## src/common/sb_pkg.sv

```systemverilog
`default_nettype none

package sb_pkg;

    // store buffer geometry
    localparam int SB_SIZE  = 4;
    localparam int SB_PTR_W = 2;
    // counters must hold the value SB_SIZE itself
    localparam int CNT_W    = SB_PTR_W + 1;

    // bus widths
    localparam int ADDR_W  = 32;
    localparam int DATA_W  = 32;
    localparam int STRB_W  = DATA_W / 8;
    // word address, byte offset dropped
    localparam int WADDR_W = ADDR_W - 2;

    // store access size as decoded from funct3
    typedef enum logic [1:0] {
        SIZE_B = 2'b00,
        SIZE_H = 2'b01,
        SIZE_W = 2'b10
    } size_e;

    // one buffer entry, 68 bits
    typedef struct packed {
        logic [WADDR_W-1:0] addr;
        logic [DATA_W-1:0]  data;
        logic [STRB_W-1:0]  strb;
        logic               valid;
        logic               commit;
    } sb_entry_t;

endpackage

`default_nettype wire

```

## src/source/store_align.sv

```systemverilog
`timescale 1ns/100ps
`default_nettype none

module store_align (
    input  logic                      clk,
    input  logic                      rst_n,
    // store request from execute
    input  logic                      st_valid_i,
    input  logic [sb_pkg::ADDR_W-1:0] st_addr_i,
    input  logic [sb_pkg::DATA_W-1:0] st_data_i,
    input  sb_pkg::size_e             st_size_i,
    output logic                      st_ready_o,
    // aligned entry toward the store buffer
    output logic                      in_valid_o,
    input  logic                      in_ready_i,
    output sb_pkg::sb_entry_t         entry_o,
    output logic                      misalign_o
);

    logic [1:0]                offset;
    logic [sb_pkg::STRB_W-1:0] strb;
    logic [sb_pkg::DATA_W-1:0] lane_mask;
    logic [sb_pkg::DATA_W-1:0] lane_data;
    logic                      misaligned;
    logic                      accept;

    assign offset = st_addr_i[1:0];

    // strobes and alignment check per size
    always_comb begin
        strb       = '0;
        misaligned = 1'b0;
        case (st_size_i)
            sb_pkg::SIZE_B: begin
                strb = 4'b0001 << offset;
            end
            sb_pkg::SIZE_H: begin
                strb       = 4'b0011 << offset;
                misaligned = offset[0];
            end
            sb_pkg::SIZE_W: begin
                strb       = 4'b1111;
                misaligned = (offset != 2'b00);
            end
            default: begin
                // unused encoding, never buffered
                misaligned = 1'b1;
            end
        endcase
    end

    // byte lanes outside the strobe are zeroed
    always_comb begin
        for (int b = 0; b < sb_pkg::STRB_W; b++) begin
            lane_mask[8*b +: 8] = {8{strb[b]}};
        end
    end

    assign lane_data = (st_data_i << {offset, 3'b000}) & lane_mask;

    assign entry_o.addr   = st_addr_i[sb_pkg::ADDR_W-1:2];
    assign entry_o.data   = lane_data;
    assign entry_o.strb   = strb;
    assign entry_o.valid  = 1'b1;
    assign entry_o.commit = 1'b0;

    // misaligned stores are taken from the core but never pushed
    assign in_valid_o = st_valid_i & ~misaligned;
    assign st_ready_o = in_ready_i;
    assign accept     = st_valid_i & in_ready_i;

    // one pulse per dropped store
    always_ff @(posedge clk) begin
        if (!rst_n) begin
            misalign_o <= 1'b0;
        end else begin
            misalign_o <= accept & misaligned;
        end
    end

endmodule

`default_nettype wire

```

## src/storebuffer/storebuffer.sv

```systemverilog
`timescale 1ns/100ps
`default_nettype none

module storebuffer (
    input  logic              clk,
    input  logic              rst_n,
    input  logic              flush_i,
    input  logic              commit_i,
    // push side
    input  logic              in_valid_i,
    input  sb_pkg::sb_entry_t in_entry_i,
    output logic              in_ready_o,
    // drain side
    output logic              drain_valid_o,
    input  logic              drain_ready_i,
    output sb_pkg::sb_entry_t drain_entry_o
);

    // payload storage
    sb_pkg::sb_entry_t mem_q [sb_pkg::SB_SIZE];

    // per entry state bits
    logic [sb_pkg::SB_SIZE-1:0] vld_q;
    logic [sb_pkg::SB_SIZE-1:0] cbit_q;

    // head for push, cptr for next commit, tail for pop
    logic [sb_pkg::SB_PTR_W-1:0] head_q;
    logic [sb_pkg::SB_PTR_W-1:0] cptr_q;
    logic [sb_pkg::SB_PTR_W-1:0] tail_q;
    logic [sb_pkg::SB_PTR_W-1:0] tail_d;

    logic [sb_pkg::CNT_W-1:0] cnt_q;
    logic [sb_pkg::CNT_W-1:0] cnt_d;
    logic [sb_pkg::CNT_W-1:0] ccnt_q;
    logic [sb_pkg::CNT_W-1:0] ccnt_d;

    logic ready_q;
    logic push;
    logic pop;
    logic do_commit;

    logic [sb_pkg::SB_SIZE-1:0] push_oh;
    logic [sb_pkg::SB_SIZE-1:0] cmt_oh;
    logic [sb_pkg::SB_SIZE-1:0] pop_oh;

    assign in_ready_o = ready_q;

    assign push = in_valid_i & ready_q & ~flush_i;
    assign pop  = drain_valid_o & drain_ready_i;

    // commit only a valid entry that is still speculative; flush wins
    assign do_commit = commit_i & ~flush_i & vld_q[cptr_q] & ~cbit_q[cptr_q];

    always_comb begin
        push_oh          = '0;
        cmt_oh           = '0;
        pop_oh           = '0;
        push_oh[head_q]  = push;
        cmt_oh[cptr_q]   = do_commit;
        pop_oh[tail_q]   = pop;
    end

    always_comb begin
        tail_d = tail_q + sb_pkg::SB_PTR_W'(pop);
        ccnt_d = ccnt_q + sb_pkg::CNT_W'(do_commit) - sb_pkg::CNT_W'(pop);
        if (flush_i) begin
            // only committed entries remain
            cnt_d = ccnt_d;
        end else begin
            cnt_d = cnt_q + sb_pkg::CNT_W'(push) - sb_pkg::CNT_W'(pop);
        end
    end

    always_ff @(posedge clk) begin
        if (!rst_n) begin
            head_q  <= '0;
            cptr_q  <= '0;
            tail_q  <= '0;
            cnt_q   <= '0;
            ccnt_q  <= '0;
            ready_q <= 1'b0;
        end else begin
            tail_q  <= tail_d;
            cnt_q   <= cnt_d;
            ccnt_q  <= ccnt_d;
            cptr_q  <= cptr_q + sb_pkg::SB_PTR_W'(do_commit);
            ready_q <= (cnt_d < sb_pkg::SB_SIZE);
            if (flush_i) begin
                // rewind head to just past the last committed entry
                head_q <= tail_d + ccnt_d[sb_pkg::SB_PTR_W-1:0];
            end else begin
                head_q <= head_q + sb_pkg::SB_PTR_W'(push);
            end
        end
    end

    always_ff @(posedge clk) begin
        if (!rst_n) begin
            vld_q  <= '0;
            cbit_q <= '0;
        end else if (flush_i) begin
            // committed entries survive, the popping one still leaves
            vld_q  <= vld_q & cbit_q & ~pop_oh;
            cbit_q <= cbit_q & ~pop_oh;
        end else begin
            vld_q  <= (vld_q & ~pop_oh) | push_oh;
            cbit_q <= (cbit_q & ~pop_oh & ~push_oh) | cmt_oh;
        end
    end

    always_ff @(posedge clk) begin
        if (push) begin
            mem_q[head_q] <= in_entry_i;
        end
    end

    // tail entry goes out once committed
    assign drain_valid_o = vld_q[tail_q] & cbit_q[tail_q];

    always_comb begin
        drain_entry_o        = mem_q[tail_q];
        drain_entry_o.valid  = vld_q[tail_q];
        drain_entry_o.commit = cbit_q[tail_q];
    end

endmodule

`default_nettype wire

```

## src/source/wb_store_master.sv

```systemverilog
`timescale 1ns/100ps
`default_nettype none

module wb_store_master (
    input  logic                      clk,
    input  logic                      rst_n,
    // committed entries from the store buffer
    input  logic                      drain_valid_i,
    input  sb_pkg::sb_entry_t         drain_entry_i,
    output logic                      drain_ready_o,
    // wishbone classic master
    output logic                      wb_cyc_o,
    output logic                      wb_stb_o,
    output logic                      wb_we_o,
    output logic [sb_pkg::ADDR_W-1:0] wb_adr_o,
    output logic [sb_pkg::DATA_W-1:0] wb_dat_o,
    output logic [sb_pkg::STRB_W-1:0] wb_sel_o,
    input  logic                      wb_ack_i
);

    typedef enum logic {
        S_IDLE,
        S_BUSY
    } state_e;

    state_e state_q;
    logic   pop;
    logic   busy;

    logic [sb_pkg::ADDR_W-1:0] adr_q;
    logic [sb_pkg::DATA_W-1:0] dat_q;
    logic [sb_pkg::STRB_W-1:0] sel_q;

    // accept a new entry only between bus cycles
    assign drain_ready_o = (state_q == S_IDLE);
    assign pop           = drain_valid_i & drain_ready_o;
    assign busy          = (state_q == S_BUSY);

    always_ff @(posedge clk) begin
        if (!rst_n) begin
            state_q <= S_IDLE;
        end else begin
            case (state_q)
                S_IDLE: begin
                    if (pop) begin
                        state_q <= S_BUSY;
                    end
                end
                S_BUSY: begin
                    // single write ends on the first ack
                    if (wb_ack_i) begin
                        state_q <= S_IDLE;
                    end
                end
                default: begin
                    state_q <= S_IDLE;
                end
            endcase
        end
    end

    // held stable for the whole bus cycle
    always_ff @(posedge clk) begin
        if (pop) begin
            adr_q <= {drain_entry_i.addr, 2'b00};
            dat_q <= drain_entry_i.data;
            sel_q <= drain_entry_i.strb;
        end
    end

    // write only master, cyc and stb move together
    assign wb_cyc_o = busy;
    assign wb_stb_o = busy;
    assign wb_we_o  = busy;
    assign wb_adr_o = adr_q;
    assign wb_dat_o = dat_q;
    assign wb_sel_o = sel_q;

endmodule

`default_nettype wire

```

## src/source/store_path_top.sv

```systemverilog
`timescale 1ns/100ps
`default_nettype none

module store_path_top (
    input  logic                      clk,
    input  logic                      rst_n,
    input  logic                      flush_i,
    input  logic                      commit_i,
    // store input from execute
    input  logic                      st_valid_i,
    input  logic [sb_pkg::ADDR_W-1:0] st_addr_i,
    input  logic [sb_pkg::DATA_W-1:0] st_data_i,
    input  sb_pkg::size_e             st_size_i,
    output logic                      st_ready_o,
    output logic                      misalign_o,
    // data memory port
    output logic                      wb_cyc_o,
    output logic                      wb_stb_o,
    output logic                      wb_we_o,
    output logic [sb_pkg::ADDR_W-1:0] wb_adr_o,
    output logic [sb_pkg::DATA_W-1:0] wb_dat_o,
    output logic [sb_pkg::STRB_W-1:0] wb_sel_o,
    input  logic                      wb_ack_i
);

    // align to buffer
    logic              in_valid;
    logic              in_ready;
    sb_pkg::sb_entry_t in_entry;

    // buffer to bus master
    logic              drain_valid;
    logic              drain_ready;
    sb_pkg::sb_entry_t drain_entry;

    store_align align0 (
        .clk        (clk),
        .rst_n      (rst_n),
        .st_valid_i (st_valid_i),
        .st_addr_i  (st_addr_i),
        .st_data_i  (st_data_i),
        .st_size_i  (st_size_i),
        .st_ready_o (st_ready_o),
        .in_valid_o (in_valid),
        .in_ready_i (in_ready),
        .entry_o    (in_entry),
        .misalign_o (misalign_o)
    );

    storebuffer sb0 (
        .clk           (clk),
        .rst_n         (rst_n),
        .flush_i       (flush_i),
        .commit_i      (commit_i),
        .in_valid_i    (in_valid),
        .in_entry_i    (in_entry),
        .in_ready_o    (in_ready),
        .drain_valid_o (drain_valid),
        .drain_ready_i (drain_ready),
        .drain_entry_o (drain_entry)
    );

    wb_store_master wbm0 (
        .clk           (clk),
        .rst_n         (rst_n),
        .drain_valid_i (drain_valid),
        .drain_entry_i (drain_entry),
        .drain_ready_o (drain_ready),
        .wb_cyc_o      (wb_cyc_o),
        .wb_stb_o      (wb_stb_o),
        .wb_we_o       (wb_we_o),
        .wb_adr_o      (wb_adr_o),
        .wb_dat_o      (wb_dat_o),
        .wb_sel_o      (wb_sel_o),
        .wb_ack_i      (wb_ack_i)
    );

endmodule

`default_nettype wire

```

## config.mk

```make
export PLATFORM = sky130hd
export DESIGN_NAME = store_path_top
export DESIGN_NICKNAME = d
export VERILOG_FILES = /design/src/common/sb_pkg.sv /design/src/source/store_align.sv /design/src/storebuffer/storebuffer.sv /design/src/source/wb_store_master.sv /design/src/source/store_path_top.sv
export SDC_FILE = /design/constraint.sdc
export NUM_CORES = 1
export LEC_CHECK = 0
export BUFFER_PORTS_ARGS = -buffer_cell sky130_fd_sc_hd__buf_4
export CAP_MARGIN = 25
export CORE_MARGIN = 2
export CORE_UTILIZATION = 55
export CTS_BUF_LIST = sky130_fd_sc_hd__clkbuf_16
export DETAILED_ROUTE_END_ITERATION = 10
export HOLD_SLACK_MARGIN = 0.03
export PLACE_DENSITY = 0.75
export SYNTH_ARGS = -nofsm -noshare
export SYNTH_HDL_FRONTEND = slang
export SYNTH_SLANG_ARGS = --single-unit
```

## constraint.sdc

```tcl
create_clock -name clk -period 19.2 [get_ports clk]
set_input_delay 3.84 -clock clk [delete_from_list [all_inputs] [get_ports clk]]
set_output_delay 3.84 -clock clk [all_outputs]
set_load 0.05 [all_outputs]
```

==> metrics.md <==
| Metric | Value |
|---|---|
| All-Layer GR Usage | `between 20% and 30%` |
| Static Leakage | `between 5 and 6 nW` |
| DRT Wirelength | `25600 um` |
| Critical Path Sink | `sb0.mem_q[1][42]` |
| Cells after Synth | `649` |
| Hold slack | `527 ps` |
| Cell Pwr Density | `97.4 nW/um^2` |
| Gr busiest metal | `met2` |
| Number of setup buffers added after CTS | `0` |
| Global-route met3 utilization | `3.18%` |
| Setup_tns | `0 ps` |
| Sw power | `0.300 mW` |
| Antenna violations before repair | `0` |
| Ant. Diodes | `0` |
| Crit. End Element | `flip-flop` |
| Worst R2R Start | `sb0.tail_q[0]` |
| Clock root buffer | `clkbuf_16` |
| Cell accounting for the most synthesized area | `edfxtp_1` |
| Resize count post-CTS | `0` |
| Combinational share of power | `3.4%` |
| Top-count cell post-synth | `edfxtp_1` |
| Sequential Power Share | `a little over half` |
| CP Data Required Time | `19340 ps` |
| Detailed Routing Iterations Pass 1 | `5` |
| Max Fanout on Critical Path | `68` |
| Worst R2R End | `sb0.head_q[1]` |
| Sw Ratio | `19.1%` |
| Worst Path Class, Setup | `in -> reg` |
| Endpoints failing setup | `0` |
| DR DRC count | `0` |
| Drt first-iter violations | `580` |
| FF+latch count, synth | `353` |
| Grt total ovfl | `0` |
| Worst EP arrival | `5590 ps` |
| H-tree depth | `2` |
| Core ar. | `24200 um^2` |
| Worst skew pair latency | `520 ps` |
| Synth Cell Area | `13500 um^2` |
| Met2 usage | `around 32%` |
| CTS clk-pin slew, worst paths | `around 60 ps` |
| Antenna violation net count after detailed routing | `0` |
| Synth Area in XOR/XNOR | `0.666%` |
| Hpwl dp | `roughly 15000 um` |
| Area contributors post-synth | `edfxtp_1 (73%), mux4_2 (11%), dfxtp_1 (3.4%)` |
| Post-synth EDFFs | `330` |
| Area share of fa/ha/maj cells after synthesis | `1.04%` |
| Fraction of layout cells with a size suffix above 1 | `about a third` |
| Final GP Congestion | `roughly 0.8` |
| Run status | `completed` |
| Vias per Instance | `5.82` |
| MaxCap Viol Count | `0` |
| CTS tree | `built` |
| Startpoint type of the worst setup path | `input port` |
| Vias in the first global route | `6963` |
| Hold Path Class | `reg -> reg` |
| Compound-Gate Fraction of Synth Area | `4.04%` |
| Clock sinks | `353` |
| Final #Nets | `883` |
| PortBufs | `142` |
| Largest net degree at the start of global routing | `78` |
| Syn-to-layout area delta | `19.0%` |
| DIE WIDTH | `161 um` |
| Yosys top cell area share | `73.2%` |
| Peak Freq | `0.183 GHz` |
| R2r setup slk | `15470 ps` |
| CTS buffer count | `36` |
| Hold Fails Final Rpt | `0` |
| # fillers | `approximately 1.6k` |
| Post-layout util | `between 60% and 70%` |
| FP Rows | `57` |
| Asr flop ratio synth | `0%` |
| Clock group share of total power | `42.7%` |
| RSZ-0062 raised after global routing | `false` |
| Hold buffer count at cts | `0` |
| Starting Density | `55.8%` |
| Final slew viol count | `0` |
| Via count | `~6.7k` |
| Predominant post-synthesis flop cell | `edfxtp_1` |
| Reg2Reg Depth | `11` |
| Period utilization | `between 20 and 30%` |
| Clock Skew | `15.1 ps` |
| Synth Warn # | `0` |
| Full die area | `around 26000 um^2` |
| CP Launch Point | `st_addr_i[0]` |
| Main combinational cell family by area after synthesis | `multiplexers` |
| Peak VDD IR | `0.0739 mV` |
| Die H | `161 um` |
| Yosys cell types | `slightly below 60` |
| Ports | `145` |
| P_int | `between 1 and 1.5 mW` |
| Least-Margin Pin Slew | `roughly 1000 ps` |
| Wire per inst | `22.3 um` |
| Top cells by count, synth | `edfxtp_1 (330), mux4_2 (66), dfxtp_1 (23)` |
| Post-synthesis mux area share | `between 10% and 20%` |
| Post-synthesis sequential area ratio | `76.6%` |
| Met1 GRT Util | `between 20 and 30%` |
| Final min period | `5460 ps` |
| Relative slew slack | `32.7%` |
| Clock Path Buffers | `3` |
| First-pass GRT wire length | `39500 um` |
| Simple-Gate Fraction of Synth Area | `3.26%` |
| Syn avg cell area | `20.9 um^2` |
-- registers in the layout, indices dropped and copies added (netlist names) --
name and cells:
sb0.ccnt_q 3, sb0.cptr_q 2, sb0.vld_q 4, sb0.mem_q 264, sb0.cnt_q 3, wbm0.wb_dat_o 32
sb0.cbit_q 4, sb0.head_q 2, sb0.in_ready_o 1, wbm0.wb_cyc_o 1, wbm0.wb_adr_o 30, wbm0.wb_sel_o 4
sb0.tail_q 2, align0.misalign_o 1
-- layout by cell type, fill, tap and decap left out, types with 5 or more instances in the layout --
master / n
a211oi_1: 18
a21oi_1: 10
a22oi_1: 8
and2_1: 17
buf_4: 146
clkbuf_16: 37
clkinv_1: 6
dfxtp_1: 21
edfxtp_1: 330
ha_1: 8
inv_1: 21
mux2_2: 8
mux2i_1: 12
mux4_2: 66
nand2_1: 8
nand2b_1: 5
nor2_1: 9
nor2b_1: 15
o21a_1: 5
-- critical path, stage by stage --
cell      delay [ps]
buf_4            250
or3_4            420
a211oi_4         210
buf_4            790
-- cells by family after synthesis --
logic type	count (synthesis)
adders and majority gates	10
buffers and inverters	49
muxes	86
xor gates and xnor gates	7
DFF	353
other	1
AOI/OAI and AO/OA	70
and+or+nand+nor	73
-- routing by layer --
layer | vias to the layer above | wire [um]
met2 | 251 | 12700
met4 | 0 | 684
li1 | 2951 | -
met1 | 3431 | 10800
met3 | 46 | 1410
met5 | - | 0
-- worst min path at each step --
stage	depth (start not counted)	slack (ps)	start	endpoint
detailed placement	2	510	sb0.in_ready_o	align0.misalign_o
global route	2	560	sb0.in_ready_o	align0.misalign_o
floorplan	2	470	sb0.cbit_q[0]	sb0.cbit_q[0]
CTS	2	530	sb0.in_ready_o	align0.misalign_o
global placement	2	480	sb0.cbit_q[0]	sb0.cbit_q[0]
finish	2	530	sb0.in_ready_o	align0.misalign_o
-- power groups by stage --
| stage | combinational [mW] | clock, mW | sequential [mW] |
|---|---|---|---|
| after global routing | 0.0568 | 0.706 | 0.846 |
| after detailed placement | 0.0522 | 0 | 0.862 |
| after floorplan | 0.0256 | 0 | 0.864 |
| after global placement | 0.0493 | 0 | 0.862 |
| final | 0.0526 | 0.669 | 0.846 |
| after CTS | 0.0525 | 0.681 | 0.846 |
-- metrics by stage --
step | setup slack [ps] | instance area [um^2] | power [mW] | std cells
final | 13740 | 16100 | 1.57 | 1148
after global routing | 13600 | 16100 | 1.61 | 1148
after CTS | 13760 | 16100 | 1.58 | 1147
after detailed placement | 13220 | 14900 | 0.914 | 1086
after global placement | 13230 | 14900 | 0.911 | 1084
after floorplan | 11200 | 13500 | 0.890 | 650
-- cell type report --
class                      instances  area [um^2]  area share, %
sequential                       353        10400           64.5
multi-input combinational        248         2960           18.4
timing repair buffer             149         1170           7.27
clock buffer                      37          926           5.75
tap                              324          405           2.52
clock inverter                    24          214           1.33
inverter                          13         48.8          0.303
Power figures use the tool's default switching activity.
